==> src/source/csr_settings.svh <==
`ifndef CSR_SETTINGS_SVH
`define CSR_SETTINGS_SVH

// Datapath widths
`define CSR_XLEN    32
`define CSR_ADDR_W  12
`define CSR_COUNT_W 64

// Event counters, index 0 is cycle and index 1 is instret
`define CSR_NUM_COUNTERS 2

// MXL = 1 (RV32), extension bit 8 (I)
`define CSR_MISA_VALUE 32'h4000_0100

`endif

==> src/source/csr_pkg.sv <==
`include "csr_settings.svh"

package csr_pkg;

    typedef enum logic [`CSR_ADDR_W-1:0] {
        CSR_MSTATUS   = 12'h300,
        CSR_MISA      = 12'h301,
        CSR_MIE       = 12'h304,
        CSR_MTVEC     = 12'h305,
        CSR_MSCRATCH  = 12'h340,
        CSR_MEPC      = 12'h341,
        CSR_MCAUSE    = 12'h342,
        CSR_MTVAL     = 12'h343,
        CSR_MCYCLE    = 12'hB00,
        CSR_MINSTRET  = 12'hB02,
        CSR_MCYCLEH   = 12'hB80,
        CSR_MINSTRETH = 12'hB82,
        CSR_CYCLE     = 12'hC00,
        CSR_TIME      = 12'hC01,
        CSR_INSTRET   = 12'hC02,
        CSR_CYCLEH    = 12'hC80,
        CSR_TIMEH     = 12'hC81,
        CSR_INSTRETH  = 12'hC82
    } csr_addr_e;

    typedef enum logic [1:0] {
        CSR_OP_RW = 2'b00, // Write
        CSR_OP_RS = 2'b01, // Set bits
        CSR_OP_RC = 2'b10  // Clear bits
    } csr_write_op_e;

    typedef enum logic [3:0] {
        EXC_INSTR_MISALIGNED = 4'd0,
        EXC_INSTR_FAULT      = 4'd1,
        EXC_INSTR_ILLEGAL    = 4'd2,
        EXC_BREAKPOINT       = 4'd3,
        EXC_LOAD_MISALIGNED  = 4'd4,
        EXC_LOAD_FAULT       = 4'd5,
        EXC_STORE_MISALIGNED = 4'd6,
        EXC_STORE_FAULT      = 4'd7,
        EXC_MACHINE_ECALL    = 4'd11
    } exc_cause_e;

    typedef enum logic [$clog2(`CSR_NUM_COUNTERS)-1:0] {
        CNT_CYCLE   = 0,
        CNT_INSTRET = 1
    } csr_counter_e;

endpackage

==> src/source/csr_commit_ctrl.sv <==
`timescale 1ns/1ps
`include "csr_settings.svh"

module csr_commit_ctrl (
    input  logic                         stall,
    input  logic                         flush,
    input  logic                         retire_flush,
    input  logic                         exception,
    input  logic                         mret,
    input  logic                         write,
    input  logic                         instr_retired,
    input  logic                         src_reg,
    input  csr_pkg::csr_write_op_e       write_op,
    input  logic [`CSR_XLEN-1:0]         rs1_value,
    input  logic [`CSR_XLEN-1:0]         imm_value,
    input  logic [`CSR_XLEN-1:0]         old_value,
    output logic                         write_commit,
    output logic                         take_exception,
    output logic                         take_mret,
    output logic                         trap,
    output logic [`CSR_XLEN-1:0]         new_value,
    output logic [`CSR_NUM_COUNTERS-1:0] count_inc
);
    import csr_pkg::*;

    logic                 commit;
    logic [`CSR_XLEN-1:0] operand;

    assign commit  = !stall && !flush;
    assign operand = src_reg ? rs1_value : imm_value;

    always_comb begin
        case (write_op)
            CSR_OP_RW: new_value = operand;
            CSR_OP_RS: new_value = old_value | operand;
            CSR_OP_RC: new_value = old_value & ~operand;
            default:   new_value = old_value; // Leave the register as it is
        endcase
    end

    assign write_commit   = commit && write;
    assign take_exception = commit && exception;
    assign take_mret      = commit && mret && !exception; // Exception wins
    assign trap           = take_exception || take_mret;

    always_comb begin
        count_inc              = '0;
        count_inc[CNT_CYCLE]   = 1'b1;
        count_inc[CNT_INSTRET] = instr_retired && !retire_flush;
    end

    // A committed write must carry one of the three defined operations
    always_comb begin
        if (write_commit) begin
            a_write_op: assert (write_op inside {CSR_OP_RW, CSR_OP_RS, CSR_OP_RC})
                else $error("illegal CSR write op %0b", write_op);
        end
    end

endmodule

==> src/source/csr_event_counter.sv <==
`timescale 1ns/1ps
`include "csr_settings.svh"

module csr_event_counter (
    input  logic                    clk,
    input  logic                    reset,
    input  logic                    inc,
    output logic [`CSR_COUNT_W-1:0] count
);

    always_ff @(posedge clk) begin
        if (reset) begin
            count <= '0;
        end else if (inc) begin
            count <= count + 1'b1;
        end
    end

    // 64 bits never wrap in practice, so the count only grows between resets
    a_monotonic: assert property (
        @(posedge clk) disable iff (reset)
        !$past(reset) && !$isunknown($past(count)) |-> count >= $past(count)
    ) else $error("event counter went backwards");

endmodule

==> src/source/csr_read_mux.sv <==
`timescale 1ns/1ps
`include "csr_settings.svh"

module csr_read_mux (
    input  csr_pkg::csr_addr_e      csr_addr,
    input  logic                    mstatus_mie,
    input  logic                    mstatus_mpie,
    input  logic [2:0]              mie_bits,
    input  logic [29:0]             mtvec_base,
    input  logic                    mtvec_mode,
    input  logic [`CSR_XLEN-1:0]    mscratch,
    input  logic [`CSR_XLEN-1:0]    mtval,
    input  logic [29:0]             mepc,
    input  logic                    mcause_interrupt,
    input  logic [3:0]              mcause_code,
    input  logic [`CSR_COUNT_W-1:0] counts [`CSR_NUM_COUNTERS],
    output logic [`CSR_XLEN-1:0]    read_value
);
    import csr_pkg::*;

    logic [`CSR_XLEN-1:0] mstatus_img;
    logic [`CSR_XLEN-1:0] mie_img;
    logic [`CSR_XLEN-1:0] cycle_lo;
    logic [`CSR_XLEN-1:0] cycle_hi;
    logic [`CSR_XLEN-1:0] instret_lo;
    logic [`CSR_XLEN-1:0] instret_hi;

    // MPP is hardwired to machine mode
    assign mstatus_img = {19'b0, 2'b11, 3'b0, mstatus_mpie, 3'b0, mstatus_mie, 3'b0};
    assign mie_img     = {20'b0, mie_bits[2], 3'b0, mie_bits[1], 3'b0, mie_bits[0], 3'b0};

    assign cycle_lo   = counts[CNT_CYCLE][`CSR_XLEN-1:0];
    assign cycle_hi   = counts[CNT_CYCLE][`CSR_COUNT_W-1:`CSR_XLEN];
    assign instret_lo = counts[CNT_INSTRET][`CSR_XLEN-1:0];
    assign instret_hi = counts[CNT_INSTRET][`CSR_COUNT_W-1:`CSR_XLEN];

    always_comb begin
        case (csr_addr)
            CSR_MSTATUS:   read_value = mstatus_img;
            CSR_MISA:      read_value = `CSR_MISA_VALUE;
            CSR_MIE:       read_value = mie_img;
            CSR_MTVEC:     read_value = {mtvec_base, 1'b0, mtvec_mode};
            CSR_MSCRATCH:  read_value = mscratch;
            CSR_MEPC:      read_value = {mepc, 2'b00};
            CSR_MCAUSE:    read_value = {mcause_interrupt, 27'b0, mcause_code};
            CSR_MTVAL:     read_value = mtval;
            CSR_MCYCLE,
            CSR_CYCLE,
            CSR_TIME:      read_value = cycle_lo; // time aliases cycle
            CSR_MCYCLEH,
            CSR_CYCLEH,
            CSR_TIMEH:     read_value = cycle_hi;
            CSR_MINSTRET,
            CSR_INSTRET:   read_value = instret_lo;
            CSR_MINSTRETH,
            CSR_INSTRETH:  read_value = instret_hi;
            default:       read_value = '0;
        endcase
    end

endmodule

==> src/source/csr_trap_regs.sv <==
`timescale 1ns/1ps
`include "csr_settings.svh"

module csr_trap_regs (
    input  logic                 clk,
    input  logic                 reset,
    input  logic                 write_commit,
    input  logic                 take_exception,
    input  logic                 take_mret,
    input  csr_pkg::csr_addr_e   csr_addr,
    input  logic [`CSR_XLEN-1:0] new_value,
    input  logic [`CSR_XLEN-1:0] pc,
    input  csr_pkg::exc_cause_e  exception_cause,
    output logic                 mstatus_mie,
    output logic                 mstatus_mpie,
    output logic [2:0]           mie_bits,
    output logic [29:0]          mtvec_base,
    output logic                 mtvec_mode,
    output logic [`CSR_XLEN-1:0] mscratch,
    output logic [`CSR_XLEN-1:0] mtval,
    output logic [29:0]          mepc,
    output logic                 mcause_interrupt,
    output logic [3:0]           mcause_code,
    output logic [`CSR_XLEN-1:0] trap_pc
);
    import csr_pkg::*;

    // Fields without a reset value
    always_ff @(posedge clk) begin
        if (write_commit) begin
            case (csr_addr)
                CSR_MSTATUS:  mstatus_mpie <= new_value[7];
                CSR_MIE:      mie_bits <= {new_value[11], new_value[7], new_value[3]};
                CSR_MTVEC: begin
                    mtvec_base <= new_value[31:2];
                    mtvec_mode <= new_value[0]; // Bit 1 reads back as zero
                end
                CSR_MSCRATCH: mscratch <= new_value;
                CSR_MEPC:     mepc <= new_value[31:2];
                CSR_MTVAL:    mtval <= new_value;
                default: ;
            endcase
        end

        // Trap effects land after the write so they win on overlap
        if (take_exception) begin
            mepc <= pc[31:2];
        end
        if (take_mret) begin
            mstatus_mpie <= 1'b1;
        end
    end

    always_ff @(posedge clk) begin
        if (reset) begin
            mstatus_mie      <= 1'b0;
            mcause_interrupt <= 1'b0;
            mcause_code      <= 4'd0;
        end else begin
            if (write_commit && csr_addr == CSR_MSTATUS) begin
                mstatus_mie <= new_value[3];
            end
            if (write_commit && csr_addr == CSR_MCAUSE) begin
                mcause_interrupt <= new_value[31];
                mcause_code      <= new_value[3:0];
            end

            if (take_exception) begin
                mcause_interrupt <= 1'b0; // Synchronous exception
                mcause_code      <= exception_cause;
            end
            if (take_mret) begin
                mstatus_mie <= mstatus_mpie;
            end
        end
    end

    always_comb begin
        if (take_exception) begin
            trap_pc = {mtvec_base, 2'b00}; // Direct mode only
        end else if (take_mret) begin
            trap_pc = {mepc, 2'b00};
        end else begin
            trap_pc = '0;
        end
    end

    a_one_trap: assert property (
        @(posedge clk) disable iff (reset) !(take_exception && take_mret)
    ) else $error("exception and mret taken together");

endmodule

==> src/source/csr_unit.sv <==
`timescale 1ns/1ps
`include "csr_settings.svh"

module csr_unit (
    input  logic                    clk,
    input  logic                    reset,
    input  logic                    stall,
    input  logic                    flush,
    input  logic                    retire_flush,
    input  logic                    exception,
    input  logic [3:0]              exception_cause,
    input  logic                    write,
    input  logic [1:0]              write_op,
    input  logic                    src_reg,
    input  logic                    mret,
    input  logic                    instr_retired,
    input  logic [`CSR_XLEN-1:0]    pc,
    input  logic [`CSR_ADDR_W-1:0]  csr_addr,
    input  logic [`CSR_XLEN-1:0]    rs1_value,
    input  logic [`CSR_XLEN-1:0]    imm_value,
    output logic [`CSR_XLEN-1:0]    read_value,
    output logic                    trap,
    output logic [`CSR_XLEN-1:0]    trap_pc,
    output logic [`CSR_COUNT_W-1:0] cycle_count
);
    import csr_pkg::*;

    csr_addr_e                    addr;
    logic                         write_commit;
    logic                         take_exception;
    logic                         take_mret;
    logic [`CSR_XLEN-1:0]         new_value;
    logic [`CSR_NUM_COUNTERS-1:0] count_inc;
    logic [`CSR_COUNT_W-1:0]      counts [`CSR_NUM_COUNTERS];

    logic                 mstatus_mie;
    logic                 mstatus_mpie;
    logic [2:0]           mie_bits;
    logic [29:0]          mtvec_base;
    logic                 mtvec_mode;
    logic [`CSR_XLEN-1:0] mscratch;
    logic [`CSR_XLEN-1:0] mtval;
    logic [29:0]          mepc;
    logic                 mcause_interrupt;
    logic [3:0]           mcause_code;

    assign addr = csr_addr_e'(csr_addr); // Unlisted codes fall to the mux default

    csr_commit_ctrl u_ctrl (
        .stall, .flush, .retire_flush,
        .exception, .mret, .write, .instr_retired, .src_reg,
        .write_op       (csr_write_op_e'(write_op)),
        .rs1_value, .imm_value,
        .old_value      (read_value),
        .write_commit, .take_exception, .take_mret, .trap,
        .new_value, .count_inc
    );

    for (genvar i = 0; i < `CSR_NUM_COUNTERS; i++) begin : g_counter
        csr_event_counter u_counter (
            .clk, .reset,
            .inc   (count_inc[i]),
            .count (counts[i])
        );
    end

    csr_trap_regs u_trap_regs (
        .clk, .reset,
        .write_commit, .take_exception, .take_mret,
        .csr_addr        (addr),
        .new_value, .pc,
        .exception_cause (exc_cause_e'(exception_cause)),
        .mstatus_mie, .mstatus_mpie, .mie_bits, .mtvec_base, .mtvec_mode,
        .mscratch, .mtval, .mepc, .mcause_interrupt, .mcause_code,
        .trap_pc
    );

    csr_read_mux u_read_mux (
        .csr_addr (addr),
        .mstatus_mie, .mstatus_mpie, .mie_bits, .mtvec_base, .mtvec_mode,
        .mscratch, .mtval, .mepc, .mcause_interrupt, .mcause_code,
        .counts,
        .read_value
    );

    assign cycle_count = counts[CNT_CYCLE];

endmodule

==> config.mk <==
export PLATFORM = sky130hd
export DESIGN_NAME = csr_unit
export DESIGN_NICKNAME = d
export VERILOG_FILES = /design/src/source/csr_pkg.sv /design/src/source/csr_commit_ctrl.sv /design/src/source/csr_event_counter.sv /design/src/source/csr_read_mux.sv /design/src/source/csr_trap_regs.sv /design/src/source/csr_unit.sv
export VERILOG_INCLUDE_DIRS = /design/src /design/src/source
export SDC_FILE = /design/constraint.sdc
export NUM_CORES = 1
export LEC_CHECK = 0
export BUFFER_PORTS_ARGS = -buffer_cell sky130_fd_sc_hd__buf_2
export CAP_MARGIN = 5
export CELL_PAD_IN_SITES_DETAIL_PLACEMENT = 2
export CELL_PAD_IN_SITES_GLOBAL_PLACEMENT = 2
export CORE_MARGIN = 3
export CORE_UTILIZATION = 35
export CTS_BUF_LIST = sky130_fd_sc_hd__clkbuf_2 sky130_fd_sc_hd__clkbuf_4 sky130_fd_sc_hd__clkbuf_8
export CTS_CLUSTER_DIAMETER = 30
export DETAILED_ROUTE_END_ITERATION = 8
export MAX_ROUTING_LAYER = met4
export PLACE_DENSITY = 0.83
export SLEW_MARGIN = 0
export SYNTH_ARGS = -nofsm -noshare
export SYNTH_HDL_FRONTEND = slang
export SYNTH_SLANG_ARGS = --single-unit
==> constraint.sdc <==
create_clock -name clk -period 3.55 [get_ports clk]
set_clock_uncertainty 0.1 [all_clocks]
set_input_delay 0.71 -clock clk [delete_from_list [all_inputs] [get_ports clk]]
set_output_delay 0.71 -clock clk [all_outputs]
set_load 0.03 [all_outputs]
Word level (Yosys, flattened, before mapping)
Cells that the tools add are included.
{"block": "totals", "reg_bits": 263, "latchBits": 0, "mem_bits_rw": 0, "rom_bits": 0, "word_cells": 78, "mem_count": 0}
{"block": "op_classes", "n_addsub": 2, "multipliers": 0, "n_div": 0, "magnitude_cmp": 0, "n_eq_ne": 20, "shifts": 0, "muxes": 12, "n_bitwise": 3, "n_reduce_logical": 29}
{"operator": "$pmux W32 S12", "n": 1}
{"operator": "$add A64 B1 Y64 const B", "n": 2}
{"operator": "$eq A12 B12 Y1 const B", "n": 10}
{"operator": "$eq A12 B10 Y1 const B", "n": 8}
{"operator": "$mux W32", "n": 3}
{"operator": "$pmux W32 S3", "n": 1}
{"operator": "$mux W30", "n": 3}
{"operator": "$and A32 B32 Y32", "n": 1}
{"operator": "$not A32 Y32", "n": 1}
{"operator": "$or A32 B32 Y32", "n": 1}
{"operator": "$reduce_and A2 Y1", "n": 6}
{"operator": "$logic_and A1 B1 Y1", "n": 8}
{"operator": "$mux W4", "n": 2}
{"operator": "$reduce_bool A2 Y1", "n": 4}
{"operator": "$reduce_or A2 Y1", "n": 3}
{"operator": "$reduce_or A3 Y1", "n": 2}
{"operator": "$logic_not A1 Y1", "n": 4}
{"operator": "$eq A2 B1 Y1 const B", "n": 1}
{"operator": "$eq A2 B2 Y1 const B", "n": 1}
{"operator": "$logic_not A2 Y1", "n": 1}
{"operator": "$mux W1", "n": 2}
{"operator": "$logic_or A1 B1 Y1", "n": 1}

Logic depth before layout (Yosys ltp)
Gate-level depths: netlist (run 1).
{"block": "depth", "ltp_word": 8, "mapped_depth": 9, "mapped_depth_nobuf": 6}

Hierarchy
A second synthesis (run 1) with hierarchy kept.
{"block": "unflattened", "hier_cells": 1390, "hier_area_um2": 14243.7}
{"mod": "csr_event_counter", "instances": 2, "cells_each": 347, "area_each_um2": 3027.9, "seq_area_each_um2": 1281.2}
{"mod": "csr_trap_regs", "instances": 1, "cells_each": 269, "area_each_um2": 5027.3, "seq_area_each_um2": 3983.8}
{"mod": "csr_read_mux", "instances": 1, "cells_each": 277, "area_each_um2": 2199.6, "seq_area_each_um2": 0.0}
{"mod": "csr_commit_ctrl", "instances": 1, "cells_each": 150, "area_each_um2": 960.9, "seq_area_each_um2": 0.0}

Worst setup path after synthesis (run 1)
OpenSTA, ideal clock, no wires.
{"block": "synth_path", "path_kind": "input-to-output", "startpoint": "input port csr_addr[0]", "endpoint": "output port read_value[30]", "arrival_ns": 2.598, "slack_ns": 0.142, "stages": 6, "path_cell_list": "clkbuf_1 > buf_1 > buf_1 > nor3b_1 > a21oi_1 > o31ai_1"}
{"block": "synth_between", "elab_chain_len": 3}
{"element": "start: declaration", "line_no": "csr_unit.sv:18", "source": "input logic [`CSR_ADDR_W-1:0] csr_addr,"}
{"element": "$eq A12 B12 Y1", "line_no": "csr_read_mux.sv:38", "source": "case (csr_addr)"}
{"element": "$reduce_or A3 Y1 / $reduce_or A2 Y1 (equally long branches)", "line_no": "csr_read_mux.sv:38"}
{"element": "$pmux W32 S12 (*)", "line_no": "csr_read_mux.sv:38"}
{"element": "end: declaration", "line_no": "csr_unit.sv:21", "source": "output logic [`CSR_XLEN-1:0] read_value,"}
Mark *: on every way between the ends. The rest lies on a longest branch, timed or not.

Final worst setup path (run 1)
{"block": "layout_path", "startpoint": "input port csr_addr[1]", "endpoint": "output port read_value[30]"}
Same word-level chain as after synthesis.

==> impl_metrics.json, run 1 <==
{
  "run_status": "finished, final reports clean",
  "routability_congestion_estimate": 0.950,
  "postLayoutCoreUtil_pct": 43.7,
  "dieHeight_um": 216,
  "numClockSinks": 263,
  "clock_power_share_pct": 53.0,
  "num_io_pins": 253,
  "critical_path_arrival_ps": 2690,
  "finalWorstPathRequiredPeriod_ps": 3500,
  "clockRootBuffer": "sky130_fd_sc_hd__clkbuf_8",
  "total_number_of_nets_in_the_final_design": 1998,
  "cp.required_ps": 2740,
  "yosysWarningCount": 0,
  "internal_power_w": 0.00608,
  "async_reset_ff_share_pct": 0,
  "max_cap_viol": 0,
  "worst_hold_path_type": "in -> reg",
  "tightest_slew_ps": 1030,
  "comb_power_share_pct": 7.7,
  "static-leakage-power_nw": 7.28,
  "drc_violation_count_after_routing": 0,
  "yosys_most_used_dff": "sky130_fd_sc_hd__dfxtp_1",
  "place.port_buffers": 248,
  "placementRows": 76,
  "cp_max_fo": 19,
  "share_of_final_layout_standard_cells_stronger_than_drive_strength_1_pct": 29.9,
  "max_freq_mhz": 286,
  "crit_type": "in -> out",
  "start_kind": "input pin",
  "syn_to_final_growth_pct": 22.6,
  "synth_area_um2": 15500,
  "syn-mean-instance-area_um2": 9.45,
  "netlist_instances": 1636,
  "worst_ir_drop_vdd_mv": 0.171,
  "met3RoutedLength_um": 5330,
  "wl_met2_um": 35300,
  "grt_setup_unrepaired": "false",
  "power.density_cell_area_nw_per_um2": 435,
  "report.final.hold_viol_count": 0,
  "cts_tree": "done",
  "seq_area_frac_synth_pct": 42.4,
  "numCtsBuffers": 73,
  "global_route.usage.total_pct": 31.4,
  "max_slew_margin_pct": 30.9,
  "floorplan.die_area_um2": 46700,
  "core-area_um2": 43400,
  "p_seq_share_pct": 39.3,
  "postSynthRegisterBits": 263,
  "netlist.top_cell.by_area": "sky130_fd_sc_hd__edfxtp_1",
  "setup-violations-final": 0,
  "clk_transition_reported_paths_ps": 50,
  "first_global_vias": 16825,
  "wl_um": 73600,
  "grt_start_max_net_pins": 61,
  "drt_first_pass_iters": 5,
  "yosys.cell_types.count": 81,
  "worstSetupEndpointType": "primary output",
  "clkLatencyLatePin_ps": 620,
  "final-max-slew-violation-count": 0,
  "maxUsedRoutingLayer": "met4",
  "vias_per_std_cell": 6.21,
  "number_of_enable_flip_flop_cells_after_synthesis": 128,
  "grt_first_pass_wirelength_um": 110000,
  "m1WireLength_um": 29400,
  "detail-route-antenna-nets": 0,
  "cts.path.max_buffers": 3,
  "synth_largest_type_area_fraction_pct": 24.9,
  "dr.first_iter.drc_count": 1386,
  "grt_overflow_total": 0,
  "timing.final.crit_share_pct": 98.5,
  "die_w_um": 216,
  "htree_levels": 3,
  "wl_per_cell_um": 29.2,
  "antenna_violations_before_repair": 2,
  "start_util_pct": 35.6,
  "synth.area.top_cells": "sky130_fd_sc_hd__edfxtp_1, sky130_fd_sc_hd__dfxtp_1, sky130_fd_sc_hd__mux2i_1",
  "place.detailed.hpwl_um": 48300,
  "routed-via-count": 15642,
  "switchingPower_w": 0.00216,
  "setup-tns-final_ps": 0,
  "whs_ps": 302,
  "sw_frac_of_total_pct": 26.2
}
synthesized netlist by cell type (4+ instances only):
master and instances:
sky130_fd_sc_hd__a21o_1 24, sky130_fd_sc_hd__a21oi_1 99, sky130_fd_sc_hd__a22o_1 31, sky130_fd_sc_hd__a22oi_1 23, sky130_fd_sc_hd__a31oi_1 20, sky130_fd_sc_hd__a32oi_1 4
sky130_fd_sc_hd__and2_1 6, sky130_fd_sc_hd__and3_1 18, sky130_fd_sc_hd__and4_1 25, sky130_fd_sc_hd__buf_1 10, sky130_fd_sc_hd__buf_2 13, sky130_fd_sc_hd__buf_4 66
sky130_fd_sc_hd__clkbuf_1 83, sky130_fd_sc_hd__dfxtp_1 135, sky130_fd_sc_hd__edfxtp_1 128, sky130_fd_sc_hd__inv_1 31, sky130_fd_sc_hd__mux2_2 44, sky130_fd_sc_hd__mux2i_1 94
sky130_fd_sc_hd__nand2_1 88, sky130_fd_sc_hd__nand3_1 63, sky130_fd_sc_hd__nand4_1 45, sky130_fd_sc_hd__nand4b_1 7, sky130_fd_sc_hd__nor2_1 124, sky130_fd_sc_hd__nor2b_1 7
sky130_fd_sc_hd__nor3_1 31, sky130_fd_sc_hd__nor3b_1 5, sky130_fd_sc_hd__nor4_1 14, sky130_fd_sc_hd__nor4bb_1 4, sky130_fd_sc_hd__o2111ai_1 9, sky130_fd_sc_hd__o211ai_1 6
sky130_fd_sc_hd__o21ai_0 42, sky130_fd_sc_hd__o21ai_1 4, sky130_fd_sc_hd__o221ai_1 5, sky130_fd_sc_hd__o22ai_1 33, sky130_fd_sc_hd__o2bb2ai_1 19, sky130_fd_sc_hd__o31ai_1 57
sky130_fd_sc_hd__or2_2 46, sky130_fd_sc_hd__or3_1 16, sky130_fd_sc_hd__or4_1 45, sky130_fd_sc_hd__xnor2_1 22, sky130_fd_sc_hd__xor2_1 29
flip-flops by register name (all words and copies together), names as in the netlist:
| signal | cells |
|---|---|
| u_trap_regs.mstatus_mpie | 1 |
| u_trap_regs.mcause_code | 4 |
| u_trap_regs.mscratch | 32 |
| u_trap_regs.mstatus_mie | 1 |
| u_trap_regs.mtval | 32 |
| u_trap_regs.mie_bits | 3 |
| u_trap_regs.mcause_interrupt | 1 |
| g_counter.u_counter.count | 128 |
| u_trap_regs.mepc | 30 |
| u_trap_regs.mtvec_base | 30 |
| u_trap_regs.mtvec_mode | 1 |
power by group through the flow:
| stage | registers, W | clock network, W | logic [W] |
|---|---|---|---|
| 5_1_grt | 0.00324 | 0.00456 | 0.000670 |
| 2_1_floorplan | 0.00329 | 0 | 0.000351 |
| 3_3_place_gp | 0.00330 | 0 | 0.000577 |
| 3_5_place_dp | 0.00330 | 0 | 0.000605 |
| 6_report | 0.00324 | 0.00437 | 0.000635 |
| 4_1_cts | 0.00324 | 0.00440 | 0.000621 |
worst max-delay path, stage by stage:
cell                       delay [ps]
sky130_fd_sc_hd__buf_2            300
sky130_fd_sc_hd__nor4b_4          360
sky130_fd_sc_hd__o211ai_1         150
sky130_fd_sc_hd__buf_4            190
sky130_fd_sc_hd__buf_12           170
sky130_fd_sc_hd__o22ai_1          350
sky130_fd_sc_hd__a21oi_1          100
sky130_fd_sc_hd__o31ai_1           90
sky130_fd_sc_hd__buf_2            240
layout make-up:
type,instances,area (µm²)
Antenna cell,2,5.00
Sequential cell,263,6550
Timing Repair Buffer,332,2060
Clock buffer,104,1330
Clock inverter,29,224
Inverter,31,116
Multi-Input combinational cell,1171,7930
Tap cell,585,732
Fill cell,4669,24400
kinds of logic after synthesis:
kind of cell    after synthesis  synth area share [%]
simple gates                572                  20.9
buf+inv                     203                  6.64
mux                         139                  9.37
fa+ha+maj                     2                 0.162
xor+xnor                     51                  2.89
flops                       263                  42.4
compound gates              405                  17.7
other cells                   1                0.0243
per-layer routing:
| layer | global-route usage (%) | vias to the layer above |
|---|---|---|
| li1 | - | 6688 |
| met1 | 38.2 | 8011 |
| met2 | 50.9 | 751 |
| met3 | 5.27 | 192 |
| met4 | 15.1 | 0 |
| met5 | - | - |
path summary, 6_finish.rpt:
path / startpoint / to / slack, ps / cells past startpoint
worst max register to register: g_counter[0].u_counter.count[21] / g_counter[0].u_counter.count[56] / 450 / 5
worst max-delay path: csr_addr[1] / read_value[30] / 50 / 9
worst min-delay path: pc[31] / u_trap_regs.mepc[29] / 300 / 2
worst min register to register: g_counter[1].u_counter.count[62] / g_counter[1].u_counter.count[62] / 420 / 2
placed cells by master (no fill, tap or decap), types with 18 or more instances in the layout:
| cell | count |
|---|---|
| sky130_fd_sc_hd__xor2_1 | 29 |
| sky130_fd_sc_hd__nor3_1 | 30 |
| sky130_fd_sc_hd__o21ai_0 | 42 |
| sky130_fd_sc_hd__mux2i_1 | 94 |
| sky130_fd_sc_hd__o2bb2ai_1 | 19 |
| sky130_fd_sc_hd__edfxtp_1 | 128 |
| sky130_fd_sc_hd__nand4_1 | 45 |
| sky130_fd_sc_hd__mux2_2 | 44 |
| sky130_fd_sc_hd__a21oi_1 | 99 |
| sky130_fd_sc_hd__o22ai_1 | 33 |
| sky130_fd_sc_hd__buf_2 | 246 |
| sky130_fd_sc_hd__clkbuf_8 | 88 |
| sky130_fd_sc_hd__nand2_1 | 88 |
| sky130_fd_sc_hd__or4_1 | 45 |
| sky130_fd_sc_hd__buf_4 | 70 |
| sky130_fd_sc_hd__and3_1 | 18 |
| sky130_fd_sc_hd__a31oi_1 | 20 |
| sky130_fd_sc_hd__a22oi_1 | 23 |
| sky130_fd_sc_hd__nand3_1 | 63 |
| sky130_fd_sc_hd__dfxtp_1 | 135 |
| sky130_fd_sc_hd__a22o_1 | 31 |
| sky130_fd_sc_hd__o31ai_1 | 57 |
| sky130_fd_sc_hd__a21o_1 | 24 |
| sky130_fd_sc_hd__xnor2_1 | 22 |
| sky130_fd_sc_hd__or2_2 | 46 |
| sky130_fd_sc_hd__and4_1 | 25 |
| sky130_fd_sc_hd__inv_1 | 31 |
| sky130_fd_sc_hd__nor2_1 | 124 |
per-stage QoR:
step           cells  area [µm²]  worst slack (ps)  power, W
5_1_grt         2517       18900              2.85   0.00848
3_3_place_gp    2381       17400               210   0.00388
2_1_floorplan   1637       15500               142   0.00364
4_1_cts         2514       18900              80.3   0.00826
3_5_place_dp    2381       17400              87.3   0.00391
6_report        2517       18900              51.8   0.00825
repair_timing:
action | CTS | global route
setup buffers | 0 | 1
endpoints found under the setup margin | 1 | 12
resized for setup | 1 | 3
hold buffers | 0 | 0
cloned | 0 | 0
Note: power is estimated with default switching activity, not from simulation.
==> inputs of run 2 (changes only) <==
PLACE_DENSITY = unset   (was 0.83)
PLACE_DENSITY_LB_ADDON = 0.1   (was unset)
==> run 2 against run 1 <==
Maximum frequency is 0.97% higher. Core utilization rose by 0.99 points. Design area up 2.3%. Count of clock-buffer cells in the layout grew 7. Die area is the same. Global-route usage shrank 2.0 points. First-iteration DRC count shrank 13%. Critical path type unchanged. Critical endpoint is now read_value[22]. Highest routed layer unchanged.
==> impl_metrics.json, run 2 (same netlist as run 1, synthesis figures left out) <==
{
  "numCtsBuffers": 80,
  "dieHeight_um": 216,
  "wl_um": 67900,
  "core-area_um2": 43400,
  "rrSetupSlack_ps": 530,
  "worst_ir_drop_vdd_mv": 0.221,
  "drt_first_pass_iters": 5,
  "crit_path_end": "read_value[22]",
  "start_kind": "input pin",
  "n_fill_cell": 4724,
  "power.density_cell_area_nw_per_um2": 454,
  "cts_tree": "done",
  "grt_overflow_total": 0,
  "postLayoutCoreUtil_pct": 44.7,
  "cp_max_fo": 13,
  "grt_start_max_net_pins": 76,
  "clkLatencyLatePin_ps": 650,
  "combined_buffer_and_inverter_count_along_the_critical_path": 5,
  "cp-startpoint": "csr_addr[9]",
  "report.final.hold_viol_count": 0,
  "die_w_um": 216,
  "max_cap_viol": 0,
  "wl_per_cell_um": 26.6,
  "share_of_final_layout_standard_cells_stronger_than_drive_strength_1_pct": 30.9,
  "vias_per_std_cell": 5.87,
  "sequential_cell_area_um2": 6550,
  "worst_hold_path_type": "in -> reg",
  "critical-path-top-cell-by-count": "sky130_fd_sc_hd__buf_4",
  "start_util_pct": 35.6,
  "largest_reg_flops": 128,
  "numClockSinks": 263,
  "crit_path_max_incr_delay_ps": 330,
  "clk_transition_reported_paths_ps": 40,
  "max_freq_mhz": 289,
  "floorplan.die_area_um2": 46700,
  "layout_commonest_cell": "sky130_fd_sc_hd__buf_2",
  "first_global_vias": 16274,
  "tightest_slew_ps": 940,
  "timing.final.crit_share_pct": 97.6,
  "routed-via-count": 15004,
  "grt_setup_unrepaired": "false",
  "slowest_stage": "sky130_fd_sc_hd__or2_2",
  "largest_registers": "g_counter.u_counter.count (128), u_trap_regs.mscratch (32), u_trap_regs.mtval (32)",
  "antenna_violations_before_repair": 5,
  "critical_path_arrival_ps": 2650,
  "largest_register": "g_counter.u_counter.count",
  "htree_levels": 3,
  "placementRows": 76,
  "worst_r2r_path_depth": 5,
  "worstSetupEndpointType": "primary output",
  "post_cts.repair.setup_buffers": 0,
  "mostFrequentLayoutCells": "sky130_fd_sc_hd__buf_2, sky130_fd_sc_hd__dfxtp_1, sky130_fd_sc_hd__edfxtp_1, sky130_fd_sc_hd__nor2_1, sky130_fd_sc_hd__a21oi_1",
  "area_taken_by_multi_input_logic_gates_um2": 7920,
  "crit_family": "buffers and inverters",
  "cp.required_ps": 2740,
  "power.total_w": 0.00880,
  "num_io_pins": 253,
  "global_route.usage.total_pct": 29.4,
  "crit_type": "in -> out",
  "run_status": "finished, final reports clean",
  "dr.first_iter.drc_count": 1199,
  "finalWorstPathRequiredPeriod_ps": 3460,
  "setup-tns-final_ps": 0,
  "regToRegStartpoint": "g_counter[0].u_counter.count[6]",
  "grt_first_pass_wirelength_um": 102000,
  "syn_to_final_growth_pct": 25.4,
  "cts.path.max_buffers": 3,
  "final-max-slew-violation-count": 0,
  "static-leakage-power_nw": 7.50,
  "stdcell_count": 2555,
  "total_number_of_nets_in_the_final_design": 2027,
  "max_slew_margin_pct": 37.4,
  "clockRootBuffer": "sky130_fd_sc_hd__clkbuf_8",
  "place.port_buffers": 248,
  "place.detailed.hpwl_um": 48400,
  "detail-route-antenna-nets": 0,
  "placedCellCount": 2404,
  "timing.critical_path.cells": "buf_2 -> nor4bb_1 -> buf_4 -> o211ai_1 -> buf_4 -> buf_4 -> o22ai_1 -> or2_2 -> buf_2",
  "setup-violations-final": 0,
  "crit-reg2reg-capture": "g_counter[0].u_counter.count[56]",
  "drc_violation_count_after_routing": 0,
  "routability_congestion_estimate": 0.848,
  "number_of_cells_on_the_critical_path": 9
}
run 2: worst min path at each step:
stage / end / start / cells after the start
2_1_floorplan: g_counter[1].u_counter.count[21] / g_counter[1].u_counter.count[21] / 2
5_1_grt: u_trap_regs.mepc[5] / pc[7] / 3
3_3_place_gp: g_counter[1].u_counter.count[62] / g_counter[1].u_counter.count[62] / 2
3_5_place_dp: g_counter[1].u_counter.count[62] / g_counter[1].u_counter.count[62] / 2
4_1_cts: u_trap_regs.mepc[5] / pc[7] / 3
6_report: u_trap_regs.mepc[1] / pc[3] / 3
run 2: where the power goes:
part | total, W | internal, W | switching [W]
Combinational | 0.000615 | 0.000234 | 0.000381
Clock | 0.00494 | 0.00322 | 0.00172
Sequential | 0.00324 | 0.00322 | 0.0000208
Total | 0.00880 | 0.00668 | 0.00212
run 2: metrics by stage:
stage,hold slack [ps],area [µm²],setup WS (ps)
floorplan,364,15500,142
global placement,379,17500,93.4
detailed placement,399,17500,59.7
CTS,227,19400,52.4
global route,239,19400,29.2
finish,264,19400,85.5
run 2: what timing repair did:
item / in CTS / in global routing
gates resized for setup: 1 / 0
endpoints found under the setup margin: 2 / 5
hold buffers: 0 / 0
pin swaps: 0 / 1
run 2: worst register-to-register path: cells and delay by family, from the launching register on:
family | cells | cell delay [ps]
AO/OA/AOI/OAI | 1 | 170
flip-flops | 1 | 530
AND/OR/NAND/NOR | 4 | 2160
run 2: area by class of cell:
class | count | area share (%)
clock inverter | 34 | 2.03
antenna | 6 | 0.0775
tap | 585 | 3.78
inverter | 31 | 0.601
multi-input combinational | 1171 | 40.9
sequential | 263 | 33.8
timing repair buffer | 354 | 11.5
clock buffer | 111 | 7.34
run 2: metal layers:
layer	wire, µm	global-route usage [%]	vias to the layer above
met5	0	-	-
met4	2860	13.5	0
met3	4230	6.49	124
met2	32900	47.6	494
met1	28000	35.0	7634
li1	-	-	6752
==> inputs of run 3 (changes only) <==
ABC_AREA = 1   (was unset)
CORE_UTILIZATION = 33   (was 35)
==> run 3 against run 2 <==
Critical path type unchanged. Cell count rose by 27%. Power rose by 1.1%. Sequential power barely moved. Critical endpoint is now read_value[27]. Count of clock-buffer cells in the layout did not move. Register-to-register slack improved by 330 ps. First-iteration DRC count rose by 23%.
==> impl_metrics.json, run 3 <==
{
  "largest_registers": "g_counter.u_counter.count (128), u_trap_regs.mscratch (32), u_trap_regs.mtval (32)",
  "grt_overflow_total": 0,
  "largest_register": "g_counter.u_counter.count",
  "routed-via-count": 17619,
  "post_cts_hold_buffer_count": 0,
  "cp_max_fo": 13,
  "placedCellCount": 3092,
  "htree_levels": 3,
  "crit_type": "in -> out",
  "yosys.cell_types.count": 54,
  "clockRootBuffer": "sky130_fd_sc_hd__clkbuf_8",
  "switchingPower_w": 0.00218,
  "static-leakage-power_nw": 7.96,
  "worst_ir_drop_vdd_mv": 0.208,
  "max_freq_mhz": 291,
  "comb_power_share_pct": 5.9,
  "max_slew_margin_pct": 41.9,
  "netlist_instances": 2253,
  "vias_per_std_cell": 5.43,
  "detail-route-antenna-nets": 0,
  "drc_violation_count_after_routing": 0,
  "n_fill_cell": 5709,
  "postSynthRegisterBits": 263,
  "place.detailed.hpwl_um": 65100,
  "worstSetupEndpointType": "primary output",
  "yosysWarningCount": 0,
  "routability_congestion_estimate": 0.979,
  "mostFrequentLayoutCells": "sky130_fd_sc_hd__nand2_1, sky130_fd_sc_hd__buf_2, sky130_fd_sc_hd__inv_1, sky130_fd_sc_hd__nor2_1, sky130_fd_sc_hd__dfxtp_1",
  "cts.path.max_buffers": 3,
  "clock_power_share_pct": 57.7,
  "floorplan.die_area_um2": 52100,
  "sequential_cell_area_um2": 6550,
  "share_of_final_layout_standard_cells_stronger_than_drive_strength_1_pct": 23.3,
  "seq_area_frac_synth_pct": 40.1,
  "layout_commonest_cell": "sky130_fd_sc_hd__nand2_1",
  "wl_per_cell_um": 26.0,
  "largest_reg_flops": 128,
  "post_synth_most_frequent_cells": "sky130_fd_sc_hd__nand2_1, sky130_fd_sc_hd__inv_1, sky130_fd_sc_hd__nor2_1, sky130_fd_sc_hd__dfxtp_1, sky130_fd_sc_hd__edfxtp_1",
  "netlist.top_cell.by_area": "sky130_fd_sc_hd__edfxtp_1",
  "yosys.cell_count.top_type": "sky130_fd_sc_hd__nand2_1",
  "yosys_most_used_dff": "sky130_fd_sc_hd__dfxtp_1",
  "wl_um": 84200,
  "async_reset_ff_share_pct": 0,
  "placementRows": 80,
  "sw_frac_of_total_pct": 24.5,
  "synth_largest_type_area_fraction_pct": 23.6,
  "synth_area_um2": 16300,
  "first_global_vias": 18740,
  "worst_hold_path_type": "in -> reg",
  "numClockSinks": 263,
  "grt_start_max_net_pins": 65,
  "crit_path_max_incr_delay_ps": 210,
  "slowest_stage": "sky130_fd_sc_hd__buf_4",
  "antenna_violations_before_repair": 1,
  "syn-mean-instance-area_um2": 7.24,
  "antennaDiodeCount": 0,
  "timing.final.crit_share_pct": 96.7,
  "grt.met2_usage_pct": 51.4,
  "dr.first_iter.drc_count": 1479,
  "timing.critical_path.cells": "buf_2 -> nor2_1 -> nand2_1 -> inv_2 -> buf_6 -> nand3_1 -> buf_4 -> o21ai_0 -> inv_1 -> nand3_1 -> or2_2 -> buf_2",
  "start_util_pct": 33.8,
  "finalWorstPathRequiredPeriod_ps": 3430,
  "routing_layer_with_the_top_usage_in_global_route": "met2",
  "p_seq_share_pct": 36.4,
  "total_number_of_nets_in_the_final_design": 2645,
  "tightest_slew_ps": 872,
  "start_kind": "input pin",
  "clk_transition_reported_paths_ps": 50,
  "synth.area.top_cells": "sky130_fd_sc_hd__edfxtp_1, sky130_fd_sc_hd__dfxtp_1, sky130_fd_sc_hd__nand2_1",
  "global_route.usage.total_pct": 32.5,
  "critical_path_arrival_ps": 2620,
  "drt_first_pass_iters": 5,
  "dieHeight_um": 228,
  "num_io_pins": 253,
  "run_status": "finished, final reports clean",
  "global_route.usage.met3_pct": 4.80,
  "power.total_w": 0.00889,
  "syn_to_final_growth_pct": 23.2,
  "final-max-slew-violation-count": 0,
  "numCtsBuffers": 81,
  "core-area_um2": 48200,
  "area_taken_by_multi_input_logic_gates_um2": 7980,
  "cts_tree": "done",
  "clkLatencyLatePin_ps": 660,
  "stdcell_count": 3242,
  "setup-violations-final": 0,
  "number_of_enable_flip_flop_cells_after_synthesis": 128,
  "report.final.hold_viol_count": 0,
  "internal_power_w": 0.00671,
  "die_w_um": 228,
  "place.port_buffers": 248,
  "cp.required_ps": 2740,
  "max_cap_viol": 0,
  "power.density_cell_area_nw_per_um2": 443,
  "grt_first_pass_wirelength_um": 124000,
  "groute.layer.met1.usage_pct": 43.5
}
run 3: changes by cell type after synthesis, moves of 45 or more:
cell                       before  now
sky130_fd_sc_hd__nand2_1       88  600
sky130_fd_sc_hd__inv_1         31  240
sky130_fd_sc_hd__nor2_1       124  237
sky130_fd_sc_hd__mux2i_1       94    0
sky130_fd_sc_hd__o21ai_0       42  121
sky130_fd_sc_hd__o31ai_1       57    1
sky130_fd_sc_hd__clkbuf_1      83   31
sky130_fd_sc_hd__nor3_1        31   77
sky130_fd_sc_hd__or4_1         45    0
run 3: power by group through the flow:
stage                     clock network [W]  registers (W)  logic, W
after CTS                           0.00520        0.00324  0.000520
after floorplan                           0        0.00329  0.000276
after global placement                    0        0.00329  0.000489
after global routing                0.00538        0.00324  0.000564
after detailed placement                  0        0.00330  0.000513
final                               0.00513        0.00324  0.000523
run 3: logic make-up after synthesis:
kind of cell | after synthesis | share of synthesized area, %
mux | 32 | 2.21
buf+inv | 392 | 11.2
other cells | 1 | 0.0230
xor+xnor | 34 | 1.83
flops | 263 | 40.1
compound gates | 297 | 10.1
fa+ha+maj | 2 | 0.153
simple gates | 1232 | 34.4
run 3: path summary, 6_finish.rpt:
path,slack [ps],endpoint,depth (start not counted),from
worst min register to register,410,g_counter[1].u_counter.count[61],2,g_counter[1].u_counter.count[61]
worst max-delay path,120,read_value[27],12,csr_addr[3]
worst min-delay path,240,u_trap_regs.mepc[9],3,pc[11]
worst max register to register,860,g_counter[0].u_counter.count[63],8,g_counter[0].u_counter.count[44]
run 3: critical path, delay by kind of cell:
kind	cells	cell delay (ps)
buf+inv	6	880
simple gates	5	820
compound gates	1	190
run 3: what timing repair did:
| item | in CTS | in global routing |
|---|---|---|
| setup buffers | 0 | 0 |
| pin swaps | 0 | 0 |
| endpoints found under the setup margin | 1 | 22 |
| resized for setup | 1 | 13 |
run 3: per-layer routing:
layer	routed length (µm)	vias to the layer above	share of wire, %
met4	2070	0	2.5
li1	-	7961	-
met1	38000	8925	45
met5	0	-	0
met2	38800	623	46
met3	5350	110	6.4
run 3: area by class of cell:
class / count / share of cell area (%)
multi-input combinational: 1599 / 39.7
inverter: 255 / 4.80
timing repair buffer: 319 / 9.46
clock buffer: 111 / 7.10
clock inverter: 39 / 2.26
sequential: 263 / 32.6
tap: 656 / 4.08
run 3: stage by stage:
stage | hold slack [ps] | setup TNS (ps) | worst slack (ps) | instance area [µm²] | utilization [%]
final | 242 | 0 | 116 | 20100 | 41.7
after global routing | 236 | -0.558 | -0.558 | 20100 | 41.7
after CTS | 197 | 0 | 23.5 | 20100 | 41.6
after detailed placement | 397 | -40.4 | -40.4 | 18200 | 37.7
after global placement | 381 | -3.74 | -3.74 | 18200 | 37.7
after floorplan | 365 | 0 | 69.5 | 16300 | -
